**src/cpu_bus_pkg.sv**
```systemverilog
// ====================
// processor and memory bus word type
// word width and byte step
// ====================

package cpu_bus_pkg;

	// data and address words share one width
	localparam int WORD_W = 32;

	// bytes per word, also the step between the two words of a block
	localparam int WORD_BYTES = WORD_W / 8;

	typedef logic [WORD_W-1:0] word_t;

endpackage

```
**src/cache_geom_pkg.sv**
```systemverilog
// ====================
// data cache geometry constants
// address decode union and line struct
// ====================

package cache_geom_pkg;

	localparam int NUM_WAYS = 2;
	localparam int NUM_SETS = 8;

	localparam int INDEX_W = $clog2(NUM_SETS);
	localparam int WORD_SEL_W = 1; // two words per block
	localparam int BYTE_OFF_W = $clog2(cpu_bus_pkg::WORD_BYTES);
	localparam int TAG_W = cpu_bus_pkg::WORD_W - INDEX_W - WORD_SEL_W - BYTE_OFF_W;

	typedef logic [INDEX_W-1:0] set_idx_t;
	typedef logic [TAG_W-1:0] cache_tag_t;
	typedef logic [$clog2(NUM_WAYS)-1:0] way_t;

	typedef struct packed {
		cache_tag_t tag;
		set_idx_t index;
		logic word_sel; // high word of the block
		logic [BYTE_OFF_W-1:0] byte_off;
	} addr_fields_t;

	// same 32 bits, seen raw or split into fields
	typedef union packed {
		cpu_bus_pkg::word_t raw;
		addr_fields_t f;
	} dcache_addr_t;

	typedef struct packed {
		logic valid;
		logic dirty;
		cache_tag_t tag;
		cpu_bus_pkg::word_t word1;
		cpu_bus_pkg::word_t word0;
	} cache_line_t;

endpackage

```
**src/dcache_array_if.sv**
```systemverilog
// ====================
// controller to line storage connection
// lookup, hit and write signals with modports
// ====================
`timescale 1ns/1ps

interface dcache_array_if;
	import cache_geom_pkg::*;

	// lookup side, combinational
	set_idx_t lookup_index;
	cache_tag_t lookup_tag;
	logic [NUM_WAYS-1:0] hit; // one bit per way
	cache_line_t [NUM_WAYS-1:0] rd_line;

	// write side, lands on the next edge
	logic wr_en;
	way_t wr_way;
	set_idx_t wr_index;
	cache_line_t wr_line; // whole entry

	modport ctrl (
		output lookup_index,
		output lookup_tag,
		output wr_en,
		output wr_way,
		output wr_index,
		output wr_line,
		input hit,
		input rd_line
	);

	modport store (
		input lookup_index,
		input lookup_tag,
		input wr_en,
		input wr_way,
		input wr_index,
		input wr_line,
		output hit,
		output rd_line
	);

endinterface

```
**src/dcache_store.sv**
```systemverilog
// ====================
// line storage for both ways
// valid, dirty, tag and data plus way match
// ====================
`timescale 1ns/1ps

module dcache_store (
	input logic CLK,
	input logic nRST,
	dcache_array_if.store arr
);
	import cpu_bus_pkg::*;
	import cache_geom_pkg::*;

	// state bits per way and set
	logic [NUM_WAYS-1:0][NUM_SETS-1:0] valid_q;
	logic [NUM_WAYS-1:0][NUM_SETS-1:0] dirty_q;

	// payload
	cache_tag_t tag_q [NUM_WAYS][NUM_SETS];
	word_t word1_q [NUM_WAYS][NUM_SETS];
	word_t word0_q [NUM_WAYS][NUM_SETS];

	always_ff @(posedge CLK, negedge nRST) begin
		if (!nRST) begin
			valid_q <= '0;
			dirty_q <= '0;
		end else if (arr.wr_en) begin
			valid_q[arr.wr_way][arr.wr_index] <= arr.wr_line.valid;
			dirty_q[arr.wr_way][arr.wr_index] <= arr.wr_line.dirty;
		end
	end

	always_ff @(posedge CLK) begin
		if (arr.wr_en) begin
			tag_q[arr.wr_way][arr.wr_index] <= arr.wr_line.tag;
			word1_q[arr.wr_way][arr.wr_index] <= arr.wr_line.word1;
			word0_q[arr.wr_way][arr.wr_index] <= arr.wr_line.word0;
		end
	end

	// both ways of the lookup set are always presented
	for (genvar w = 0; w < NUM_WAYS; w++) begin : g_way
		assign arr.rd_line[w] = '{
			valid: valid_q[w][arr.lookup_index],
			dirty: dirty_q[w][arr.lookup_index],
			tag: tag_q[w][arr.lookup_index],
			word1: word1_q[w][arr.lookup_index],
			word0: word0_q[w][arr.lookup_index]
		};

		// stale tags of invalid lines never hit
		assign arr.hit[w] = valid_q[w][arr.lookup_index]
			&& (tag_q[w][arr.lookup_index] == arr.lookup_tag);
	end

endmodule

```
**src/dcache_ctrl.sv**
```systemverilog
// ====================
// data cache controller FSM
// hit, allocate, write-back and flush
// ====================
`timescale 1ns/1ps

module dcache_ctrl #(
	parameter cpu_bus_pkg::word_t HIT_COUNT_ADDR = 32'h3100
) (
	input logic CLK,
	input logic nRST,
	input logic halt,
	input logic dmem_ren,
	input logic dmem_wen,
	input cpu_bus_pkg::word_t dmem_addr,
	input cpu_bus_pkg::word_t dmem_store,
	output logic dhit,
	output logic flushed,
	output cpu_bus_pkg::word_t dmem_load,
	output logic mem_ren,
	output logic mem_wen,
	output cpu_bus_pkg::word_t mem_addr,
	output cpu_bus_pkg::word_t mem_store,
	input logic mem_wait,
	input cpu_bus_pkg::word_t mem_load,
	dcache_array_if.ctrl arr
);
	import cpu_bus_pkg::*;
	import cache_geom_pkg::*;

	typedef enum logic [3:0] {
		IDLE,
		ALLOC1,
		ALLOC2,
		WB1,
		WB2,
		FLUSH_HI,
		FLUSH_LO,
		HIT_CNT,
		FLUSHED
	} state_t;

	state_t state, next_state;
	logic [NUM_SETS-1:0] repl_q, repl_d; // way to evict next, per set
	word_t hit_cnt_q, hit_cnt_d;
	logic [INDEX_W:0] flush_cnt_q, flush_cnt_d; // {set, way}

	dcache_addr_t req;
	dcache_addr_t fetch_addr;
	dcache_addr_t wb_addr;
	set_idx_t idx;
	set_idx_t flush_set;
	way_t hit_way, miss_way, victim, flush_way;
	cache_line_t hit_line, miss_line, vic_line, flush_line, fill_line;
	logic flushing;

	function automatic word_t pick_word(cache_line_t line, logic sel);
		return sel ? line.word1 : line.word0;
	endfunction

	function automatic cache_line_t put_word(cache_line_t line, logic sel, word_t data);
		cache_line_t res;
		res = line;
		if (sel) begin
			res.word1 = data;
		end else begin
			res.word0 = data;
		end
		return res;
	endfunction

	assign req.raw = dmem_addr;
	assign idx = req.f.index;
	assign flushing = (state == FLUSH_HI) || (state == FLUSH_LO);
	assign flush_way = flush_cnt_q[0];
	assign flush_set = flush_cnt_q[INDEX_W:1];
	assign flushed = (state == FLUSHED);

	assign arr.lookup_index = flushing ? flush_set : idx;
	assign arr.lookup_tag = req.f.tag;
	assign arr.wr_index = idx;

	assign hit_way = arr.hit[0] ? 1'b0 : 1'b1;
	assign victim = repl_q[idx];
	assign hit_line = arr.rd_line[hit_way];
	assign miss_line = arr.rd_line[miss_way];
	assign vic_line = arr.rd_line[victim];
	assign flush_line = arr.rd_line[flush_way];

	// first invalid, then first clean, else the replacement bit
	always_comb begin
		if (!arr.rd_line[0].valid) begin
			miss_way = 1'b0;
		end else if (!arr.rd_line[1].valid) begin
			miss_way = 1'b1;
		end else if (!arr.rd_line[0].dirty) begin
			miss_way = 1'b0;
		end else if (!arr.rd_line[1].dirty) begin
			miss_way = 1'b1;
		end else begin
			miss_way = repl_q[idx];
		end
	end

	always_comb begin
		fetch_addr.f.tag = req.f.tag;
		fetch_addr.f.index = idx;
		fetch_addr.f.word_sel = (state == ALLOC2) ? ~req.f.word_sel : req.f.word_sel;
		fetch_addr.f.byte_off = '0;

		wb_addr.f.byte_off = '0;
		if (flushing) begin
			wb_addr.f.tag = flush_line.tag;
			wb_addr.f.index = flush_set;
			wb_addr.f.word_sel = (state == FLUSH_HI); // high word goes out first
		end else begin
			wb_addr.f.tag = vic_line.tag;
			wb_addr.f.index = idx;
			wb_addr.f.word_sel = (state == WB1) ? req.f.word_sel : ~req.f.word_sel;
		end
	end

	// second beat merges the fetched word and any store data
	always_comb begin
		fill_line = put_word(vic_line, ~req.f.word_sel, mem_load);
		if (dmem_wen) begin
			fill_line = put_word(fill_line, req.f.word_sel, dmem_store);
			fill_line.dirty = 1'b1;
		end
	end

	always_comb begin
		next_state = state;
		repl_d = repl_q;
		hit_cnt_d = hit_cnt_q;
		flush_cnt_d = flush_cnt_q;
		dhit = 1'b0;
		dmem_load = pick_word(hit_line, req.f.word_sel);
		mem_ren = 1'b0;
		mem_wen = 1'b0;
		mem_addr = fetch_addr.raw;
		mem_store = '0;
		arr.wr_en = 1'b0;
		arr.wr_way = hit_way;
		arr.wr_line = put_word(hit_line, req.f.word_sel, dmem_store);
		arr.wr_line.dirty = 1'b1;

		case (state)
			IDLE: begin
				if (halt) begin
					next_state = FLUSH_HI;
				end else if (dmem_ren || dmem_wen) begin
					if (|arr.hit) begin
						dhit = 1'b1;
						hit_cnt_d = hit_cnt_q + 32'd1;
						repl_d[idx] = ~hit_way;
						arr.wr_en = dmem_wen; // write hit updates in place
					end else begin
						repl_d[idx] = miss_way;
						next_state = (miss_line.valid && miss_line.dirty) ? WB1 : ALLOC1;
					end
				end
			end

			ALLOC1: begin
				mem_ren = 1'b1;
				arr.wr_way = victim;
				arr.wr_line = put_word(vic_line, req.f.word_sel, mem_load);
				arr.wr_line.valid = 1'b1;
				arr.wr_line.dirty = 1'b0;
				arr.wr_line.tag = req.f.tag;
				if (!mem_wait) begin
					arr.wr_en = 1'b1;
					next_state = ALLOC2;
				end
			end

			ALLOC2: begin
				mem_ren = 1'b1;
				dmem_load = pick_word(vic_line, req.f.word_sel); // word from first beat
				arr.wr_way = victim;
				arr.wr_line = fill_line;
				if (!mem_wait) begin
					dhit = 1'b1;
					arr.wr_en = 1'b1;
					repl_d[idx] = ~victim;
					next_state = IDLE;
				end
			end

			WB1, WB2: begin
				mem_wen = 1'b1;
				mem_addr = wb_addr.raw;
				mem_store = pick_word(vic_line, wb_addr.f.word_sel);
				if (!mem_wait) begin
					next_state = (state == WB1) ? WB2 : ALLOC1;
				end
			end

			FLUSH_HI, FLUSH_LO: begin
				mem_addr = wb_addr.raw;
				mem_store = pick_word(flush_line, wb_addr.f.word_sel);
				if (state == FLUSH_HI && !flush_line.dirty) begin
					// clean entry, skip ahead
					if (flush_cnt_q == '1) begin
						next_state = HIT_CNT;
					end else begin
						flush_cnt_d = flush_cnt_q + 1'b1;
					end
				end else begin
					mem_wen = 1'b1;
					if (!mem_wait) begin
						if (state == FLUSH_HI) begin
							next_state = FLUSH_LO;
						end else if (flush_cnt_q == '1) begin
							next_state = HIT_CNT;
						end else begin
							flush_cnt_d = flush_cnt_q + 1'b1;
							next_state = FLUSH_HI;
						end
					end
				end
			end

			HIT_CNT: begin
				mem_wen = 1'b1;
				mem_addr = HIT_COUNT_ADDR;
				mem_store = hit_cnt_q;
				if (!mem_wait) begin
					next_state = FLUSHED;
				end
			end

			FLUSHED: begin
				next_state = FLUSHED; // held until reset
			end

			default: begin
				next_state = IDLE;
			end
		endcase
	end

	always_ff @(posedge CLK, negedge nRST) begin
		if (!nRST) begin
			state <= IDLE;
			repl_q <= '0;
			hit_cnt_q <= '0;
			flush_cnt_q <= '0;
		end else begin
			state <= next_state;
			repl_q <= repl_d;
			hit_cnt_q <= hit_cnt_d;
			flush_cnt_q <= flush_cnt_d;
		end
	end

endmodule

```
**src/dcache.sv**
```systemverilog
// ====================
// data cache top level
// storage and controller instances
// ====================
`timescale 1ns/1ps

module dcache #(
	parameter cpu_bus_pkg::word_t HIT_COUNT_ADDR = 32'h3100
) (
	input logic CLK,
	input logic nRST,
	input logic halt,
	input logic dmem_ren,
	input logic dmem_wen,
	input cpu_bus_pkg::word_t dmem_addr,
	input cpu_bus_pkg::word_t dmem_store,
	output logic dhit,
	output logic flushed,
	output cpu_bus_pkg::word_t dmem_load,
	output logic mem_ren,
	output logic mem_wen,
	output cpu_bus_pkg::word_t mem_addr,
	output cpu_bus_pkg::word_t mem_store,
	input logic mem_wait,
	input cpu_bus_pkg::word_t mem_load
);

	dcache_array_if arr_if ();

	dcache_store store_inst (
		.CLK (CLK),
		.nRST (nRST),
		.arr (arr_if.store)
	);

	dcache_ctrl #(
		.HIT_COUNT_ADDR (HIT_COUNT_ADDR)
	) ctrl_inst (
		.CLK (CLK),
		.nRST (nRST),
		.halt (halt),
		.dmem_ren (dmem_ren),
		.dmem_wen (dmem_wen),
		.dmem_addr (dmem_addr),
		.dmem_store (dmem_store),
		.dhit (dhit),
		.flushed (flushed),
		.dmem_load (dmem_load),
		.mem_ren (mem_ren),
		.mem_wen (mem_wen),
		.mem_addr (mem_addr),
		.mem_store (mem_store),
		.mem_wait (mem_wait),
		.mem_load (mem_load),
		.arr (arr_if.ctrl)
	);

endmodule

```
**config.mk**
```make
export PLATFORM = sky130hd
export DESIGN_NAME = dcache
export DESIGN_NICKNAME = d
export VERILOG_FILES = /design/src/cpu_bus_pkg.sv /design/src/cache_geom_pkg.sv /design/src/dcache_array_if.sv /design/src/dcache_store.sv /design/src/dcache_ctrl.sv /design/src/dcache.sv
export SDC_FILE = /design/constraint.sdc
export NUM_CORES = 2
export LEC_CHECK = 0
export ABC_CLOCK_PERIOD_IN_PS = 11900
export BUFFER_PORTS_ARGS = -buffer_cell sky130_fd_sc_hd__buf_4
export CORE_MARGIN = 3
export CORE_UTILIZATION = 65
export CTS_BUF_LIST = sky130_fd_sc_hd__clkbuf_4
export DETAILED_ROUTE_END_ITERATION = 8
export PLACE_DENSITY_LB_ADDON = 0.08
export SLEW_MARGIN = 5
export SYNTH_ARGS = -nofsm -noshare
export SYNTH_HDL_FRONTEND = slang
export SYNTH_SLANG_ARGS = --single-unit
```
**constraint.sdc**
```tcl
create_clock -name CLK -period 11.9 [get_ports CLK]
set_input_delay 0 -clock CLK [delete_from_list [all_inputs] [get_ports CLK]]
set_output_delay 0 -clock CLK [all_outputs]
set_load 0.02 [all_outputs]
```
## After elaboration in Yosys (flattened, before gate mapping)

Memories as Yosys holds them, arrays and structs flattened.
Cells that the tools add are included.

- Bits in registers: 80
- Bits in writable memories: 1440
- Input bits: 102
- Output and inout bits: 100
- Logic and storage cells: 190
- Memories kept: 3

Memory list:

| memory | depth | width | read ports | clocked after memory_dff | write ports | line | source |
|---|---|---|---|---|---|---|---|
| store_inst.word0_q | 2 | 256 | 2 | 0 | 1 | dcache_store.sv:22 | `word_t word0_q [NUM_WAYS][NUM_SETS];` |
| store_inst.word1_q | 2 | 256 | 2 | 0 | 1 | dcache_store.sv:21 | `word_t word1_q [NUM_WAYS][NUM_SETS];` |
| store_inst.tag_q | 2 | 208 | 2 | 0 | 1 | dcache_store.sv:20 | `cache_tag_t tag_q [NUM_WAYS][NUM_SETS];` |

- $add $sub $neg: 2
- $lt $le $gt $ge: 12
- Eq/ne operators: 23
- Mux-type cells: 115
- Bitwise operators: 5
- Reduce and logical (&&, ||, !) cells: 22

Operators with widths:

| cell | number |
|---|---|
| $mux W32 | 22 |
| $mux W92 | 6 |
| $bmux W32 S3 | 4 |
| $mux W91 | 3 |
| $mux W256 | 1 |
| $mux W208 | 1 |
| $pmux W92 S2 | 1 |
| $bmux W26 S3 | 2 |
| $mux W26 | 5 |
| $demux W32 S3 | 1 |
| $pmux W32 S3 | 1 |
| $demux W26 S3 | 1 |
| $pmux W32 S2 | 1 |
| $mux W4 | 15 |
| $eq A26 B26 Y1 | 2 |
| $mux W8 | 5 |
| $add A32 B1 Y32 const B | 1 |
| $bwmux W16 | 2 |
| $mux W30 | 1 |
| $pmux W4 S7 | 1 |
| $bwmux W8 | 3 |
| $mux W1 | 24 |
| $eq A4 B3 Y1 const B | 4 |
| $pmux W8 S2 | 1 |
| 33 further kinds | 71 |

## Logic depth before layout (Yosys ltp)

- Depth after elaboration: 17
- Depth in mapped cells: 19
- Mapped depth without buffers: 11

## By module

Synthesis repeated with hierarchy kept, for this count alone.

- Cells, all modules: 4144
- Area total of the unflattened synthesis: 68574.5 µm²

Modules (own cells, without submodules):

| module | times used | cells each | area each (µm²) |
|---|---|---|---|
| dcache_store | 1 | 2456 | 56436.6 |
| dcache_ctrl | 1 | 1688 | 12137.9 |

## Least setup slack after synthesis

OpenSTA, ideal clock, no wires.

- Path kind: register to register
- Start point: reg ctrl_inst.state[1]
- End point: mem store_inst.tag_q[1][100] (netlist name) (enable)
- Arrival: 7.668 ns
- Required time: 11.330 ns
- Setup slack: 3.662 ns
- Stages on the path, launching flop included: 15
- Path buffers: 4
- Period minus slack after synthesis: 8.238 ns
- Path through: dfrtp_1 -> buf_6 -> xor2_1 -> and3_1 -> buf_2 -> buf_2 -> nor2_1 -> buf_4 -> nand2_1 -> a32o_1 -> a221oi_1 -> xnor2_1 -> nor4b_1 -> nand4b_4 -> a21oi_1

- Cells in the longest elaborated chain, start to end: 16
- Elaborated cells between the ends (all ways): 32
- Those cells by class: eq/ne (6); mux (19); bitwise (1); reduce/logical (6)

Ends and longest elaborated chain:

| item | line | source |
|---|---|---|
| start: declaration | dcache_ctrl.sv:43 | `state_t state, next_state;` |
| start signal: assignment | dcache_ctrl.sv:251 | `state <= next_state;` |
| $eq A4 B3 Y1 | dcache_ctrl.sv:74 | `assign flushing = (state == FLUSH_HI) \|\| (state == FLUSH_LO);` |
| $logic_or A1 B1 Y1 | dcache_ctrl.sv:74 |  |
| $mux W3 | dcache_ctrl.sv:79 | `assign arr.lookup_index = flushing ? flush_set : idx;` |
| $not A3 Y4 (implied by the code) | dcache_store.sv:54 | `&& (tag_q[w][arr.lookup_index] == arr.lookup_tag);` |
| $bmux W26 S3 | dcache_store.sv:54 |  |
| $mux W26 (implied by the code) (2 in series) | dcache_store.sv:54 |  |
| $eq A26 B26 Y1 | dcache_store.sv:54 |  |
| $logic_and A1 B1 Y1 | dcache_store.sv:54 |  |
| $reduce_or A2 Y1 | dcache_ctrl.sv:153 | `if (\|arr.hit) begin` |
| $mux W1 | dcache_ctrl.sv:153 |  |
| $mux W1 | dcache_ctrl.sv:152 | `end else if (dmem_ren \|\| dmem_wen) begin` |
| $mux W1 | dcache_ctrl.sv:150 | `if (halt) begin` |
| $pmux W1 S2 | dcache_ctrl.sv:148 | `case (state)` |
| $mux W1 | dcache_store.sv:35 | `if (arr.wr_en) begin` |
| $mux W208 (implied by the code) | dcache_store.sv:36 | `tag_q[arr.wr_way][arr.wr_index] <= arr.wr_line.tag;` |
| end: declaration | dcache_store.sv:20 |  |

Parallel ways exist; a longest one is shown, timed or not. The select of a mux whose other input is x is not followed.

## Worst setup path in the final report

- Start point: reg ctrl_inst.state[2]
- End point: out dmem_load[18]

- Cells in the longest elaborated chain, start to end: 13
- Elaborated cells between the ends (all ways): 32
- Those cells by class: eq/ne (4); mux (25); bitwise (1); reduce/logical (2)

Ends and longest elaborated chain:

| item | line | source |
|---|---|---|
| $eq A4 B3 Y1 | dcache_ctrl.sv:74 |  |
| $logic_or A1 B1 Y1 | dcache_ctrl.sv:74 |  |
| $mux W3 | dcache_ctrl.sv:79 |  |
| $not A3 Y4 (implied by the code) | dcache_store.sv:48, dcache_store.sv:49, dcache_store.sv:54 |  |
| $bmux W26 S3 | dcache_store.sv:54 |  |
| $mux W26 (implied by the code) (2 in series) | dcache_store.sv:54 |  |
| $eq A26 B26 Y1 | dcache_store.sv:54 |  |
| $logic_and A1 B1 Y1 | dcache_store.sv:54 |  |
| $mux W92 (implied by the code) (2 in series) | dcache_ctrl.sv:85 | `assign hit_line = arr.rd_line[hit_way];` |
| $mux W32 | dcache_ctrl.sv:58 | `return sel ? line.word1 : line.word0;` |
| $mux W32 * | dcache_ctrl.sv:148 |  |
| end: declaration | dcache.sv:19 | `output cpu_bus_pkg::word_t dmem_load,` |

Mark *: on every way between the ends. The rest lies on a longest branch, timed or not. The select of a mux whose other input is x is not followed.

==> results.py <==
metrics = {
    "floorplan": {
        "die_w_um": 338.7,
        "num_io_pins": 202,
        "core_mm2": 0.1093,
        "dieArea_mm2": 0.1147,
        "rows": 121,
        "dieHeight_um": 338.7,
        "start_util_pct": 65.82,
    },
    "routing": {
        "drt_iter0_drc": 9436,
        "wl_per_cell_um": 28.24,
        "vias_per_cell": 6.933,
        "vias": 58448,
        "wl_mm": 238.1,
        "drtPass1Iterations": 8,
        "drc": 0,
        "antenna_left": 0,
    },
    "grt": {
        "grt_pass1_vias": 55724,
        "grt_pass1_wl_mm": 348.5,
        "overflow": 0,
        "antenna_found_initial": 12,
        "track_usage_pct": 40.55,
        "grt_max_degree": 194,
    },
    "setup_path": {
        "timing.rr.start": "ctrl_inst.state[2]",
        "crit_fanout": 30,
        "reg2reg_to": "store_inst.word0_q[0][154]",
        "critical_path_arrival_ns": 9.75,
        "rr_worst_depth": 17,
        "crit_type": "reg -> out",
        "worstPathRequired_ns": 11.90,
        "cp-end-kind": "primary output",
        "critPathLaunchType": "register",
        "reg2reg_slack_ns": 2.96,
    },
    "yosys": {
        "synth.distinct_cells": 88,
        "ys_ff_latch": 1520,
        "ys_warn_count": 0,
        "seq_area_frac_synth_pct": 62.89,
        "synthCells": 6297,
        "synth_edf_count": 1440,
        "syn_area_per_cell_um2": 11.42,
        "synthFlopType": "edfxtp_1",
        "synthesis.area_mm2": 0.07194,
        "async_reset_ff_share_pct": 5.263,
    },
    "cts": {
        "clockBufferDepth": 4,
        "numCtsBuffers": 390,
        "cts-root-buf": "clkbuf_4",
        "htreeDepth": 5,
        "clkTransAtPathRegs_ns": 0.07,
        "cts_tree": "built",
        "clk_latency_ns": 1.26,
        "cts_sinks": 1520,
    },
    "timing": {
        "grt_setup_unrepaired": "no",
        "setup_viol": 0,
        "slew_viol_final": 0,
        "tightest_slew_ns": 1.342,
        "hold_viol": 0,
        "fin_crit_sh_pct": 81.92,
        "skew_ns": 0.1044,
        "clock.fmax_ghz": 0.1026,
        "final.min_clock_period_ns": 9.749,
        "slew_headroom_pct": 10.51,
        "setup_tns_ns": 0,
    },
    "status": {
        "status": "finished, final reports clean",
    },
    "min_path": {
        "hp-start": "dmem_addr[8]",
        "hp-class": "in -> reg",
        "hold_depth": 4,
        "min_to": "store_inst.tag_q[0][28]",
    },
    "cells_and_area": {
        "finish.utilization_pct": 74.28,
        "nNetsFinal": 6802,
        "area_growth_pct": 12.85,
        "drive_gt1_share_pct": 15.62,
        "final_common_cell": "edfxtp_1",
        "mostFrequentLayoutCells": "edfxtp_1, nand2_1, nand3_1, clkbuf_4, o21ai_0",
    },
    "placement": {
        "place.gp.congestion": 1.009,
        "portBuffers": 197,
        "dpl.hpwl_mm": 129.1,
    },
    "job": {
        "maxCapViolCount": 0,
    },
    "power": {
        "power_density_mw_per_mm2": 286.3,
        "leakage_nw": 29.01,
        "ir_drop_uv": 280.7,
    },
}
==> cell families after synthesis <==
logic type,synth area share (%)
flops,62.89
mux,4.673
fa+ha+maj,0.03478
other cells,0.005213
simple gates,17.04
xor+xnor,0.7774
compound gates,11.48
buf+inv,3.099
==> cell usage after synthesis, types with 21 or more instances <==
master | n | area share (%)
nor3_1 | 30 | 0.21
xor2_1 | 33 | 0.40
nor2_1 | 299 | 1.6
o21ai_0 | 357 | 2.5
mux2_2 | 21 | 0.33
a22oi_1 | 73 | 0.76
a211oi_1 | 152 | 1.6
nand2_1 | 1304 | 6.8
a32o_1 | 31 | 0.43
edfxtp_1 | 1440 | 60
a221oi_1 | 49 | 0.60
nor2b_1 | 38 | 0.33
o22a_1 | 32 | 0.39
nand3_1 | 761 | 5.3
buf_2 | 42 | 0.29
nand2b_1 | 66 | 0.57
nor4_1 | 24 | 0.21
buf_4 | 24 | 0.25
buf_1 | 54 | 0.28
a21oi_1 | 168 | 1.2
dfrtp_1 | 80 | 2.8
and3_1 | 65 | 0.57
clkbuf_1 | 368 | 1.9
inv_1 | 25 | 0.13
a32oi_1 | 25 | 0.30
o221ai_1 | 100 | 1.2
xnor2_1 | 29 | 0.35
mux2i_1 | 238 | 3.3
a311oi_1 | 44 | 0.54
nor4_2 | 22 | 0.38
mux4_2 | 33 | 1.0
==> flip-flops by register name, indices dropped and copies added, names as in the netlist <==
name and cells:
ctrl_inst.flush_cnt_q 4, ctrl_inst.hit_cnt_q 32, ctrl_inst.repl_q 8, ctrl_inst.state 4, store_inst.dirty_q 16, store_inst.tag_q 416, store_inst.valid_q 16, store_inst.word0_q 512
store_inst.word1_q 512
==> through the flow <==
stage                     instances  power, mW  hold slack (ns)  setup WS, ns  area, µm²
final                          8431      23.25           0.1524         2.151      81190
after global routing           8430      24.13           0.1544         2.068      81190
after CTS                      8417      22.76          0.02155         2.605      81120
after detailed placement       7607      18.36         0.005168         3.546      74780
after global placement         7607      18.10          0.01035         3.663      74780
after floorplan                6298      14.44          -0.2956         3.662      71950
==> where the power goes <==
part	total, mW	switching [mW]	internal, mW
registers	7.45	0.148	7.30
logic	11.5	8.19	3.32
clock network	4.29	2.07	2.21
==> critical path, stage by stage, from the launching register on <==
cell and delay (ns):
dfrtp_1 0.80, nor2b_4 0.35, buf_4 0.43, nand3_2 0.77, a22oi_2 0.97, buf_4 0.41, a32o_1 0.24, nor3_1 0.06
nor4b_1 0.51, dlygate4sd3_1 0.66, nand4_1 0.09, nor4_2 0.39, buf_4 0.60, buf_4 0.63, mux2i_1 0.21, a221oi_1 1.06
buf_4 0.31
==> area by class of cell <==
class                           count  area [µm²]
Fill cell                        7286       28120
Clock buffer                      542        4069
Inverter                           29       112.6
Tap cell                         1476        1847
Multi-Input combinational cell   4248       24860
Timing Repair Buffer              509        4462
Clock inverter                     99       566.8
Sequential cell                  1520       45250
Antenna cell                        8       20.02
==> worst max path at each step <==
stage	from	to	slack, ns	cells after the start
6_report	ctrl_inst.state[2]	dmem_load[18]	2.15	16
5_1_grt	ctrl_inst.state[2]	dmem_load[18]	2.07	16
4_1_cts	ctrl_inst.state[2]	dmem_load[24]	2.61	16
3_5_place_dp	ctrl_inst.state[2]	store_inst.word0_q[1][56]	3.55	15
3_3_place_gp	ctrl_inst.state[2]	store_inst.word0_q[1][120]	3.66	15
2_1_floorplan	ctrl_inst.state[1]	store_inst.tag_q[1][100]	3.66	14
==> metal layers <==
layer	vias to the layer above	wire, µm	GRT usage (%)
met3	983	37070	12.55
met5	-	171	0.8333
met4	8	14790	23.86
li1	24688	-	-
met1	27767	82320	53.62
met2	5002	103700	59.54
==> timing repair <==
| item | CTS | global route |
|---|---|---|
| gates resized for setup | 0 | 0 |
| buffers inserted | 0 | 0 |
| hold buffers | 169 | 3 |
| endpoints found under the hold margin | 2026 | 15 |
Note: power is estimated with default switching activity, not from simulation.
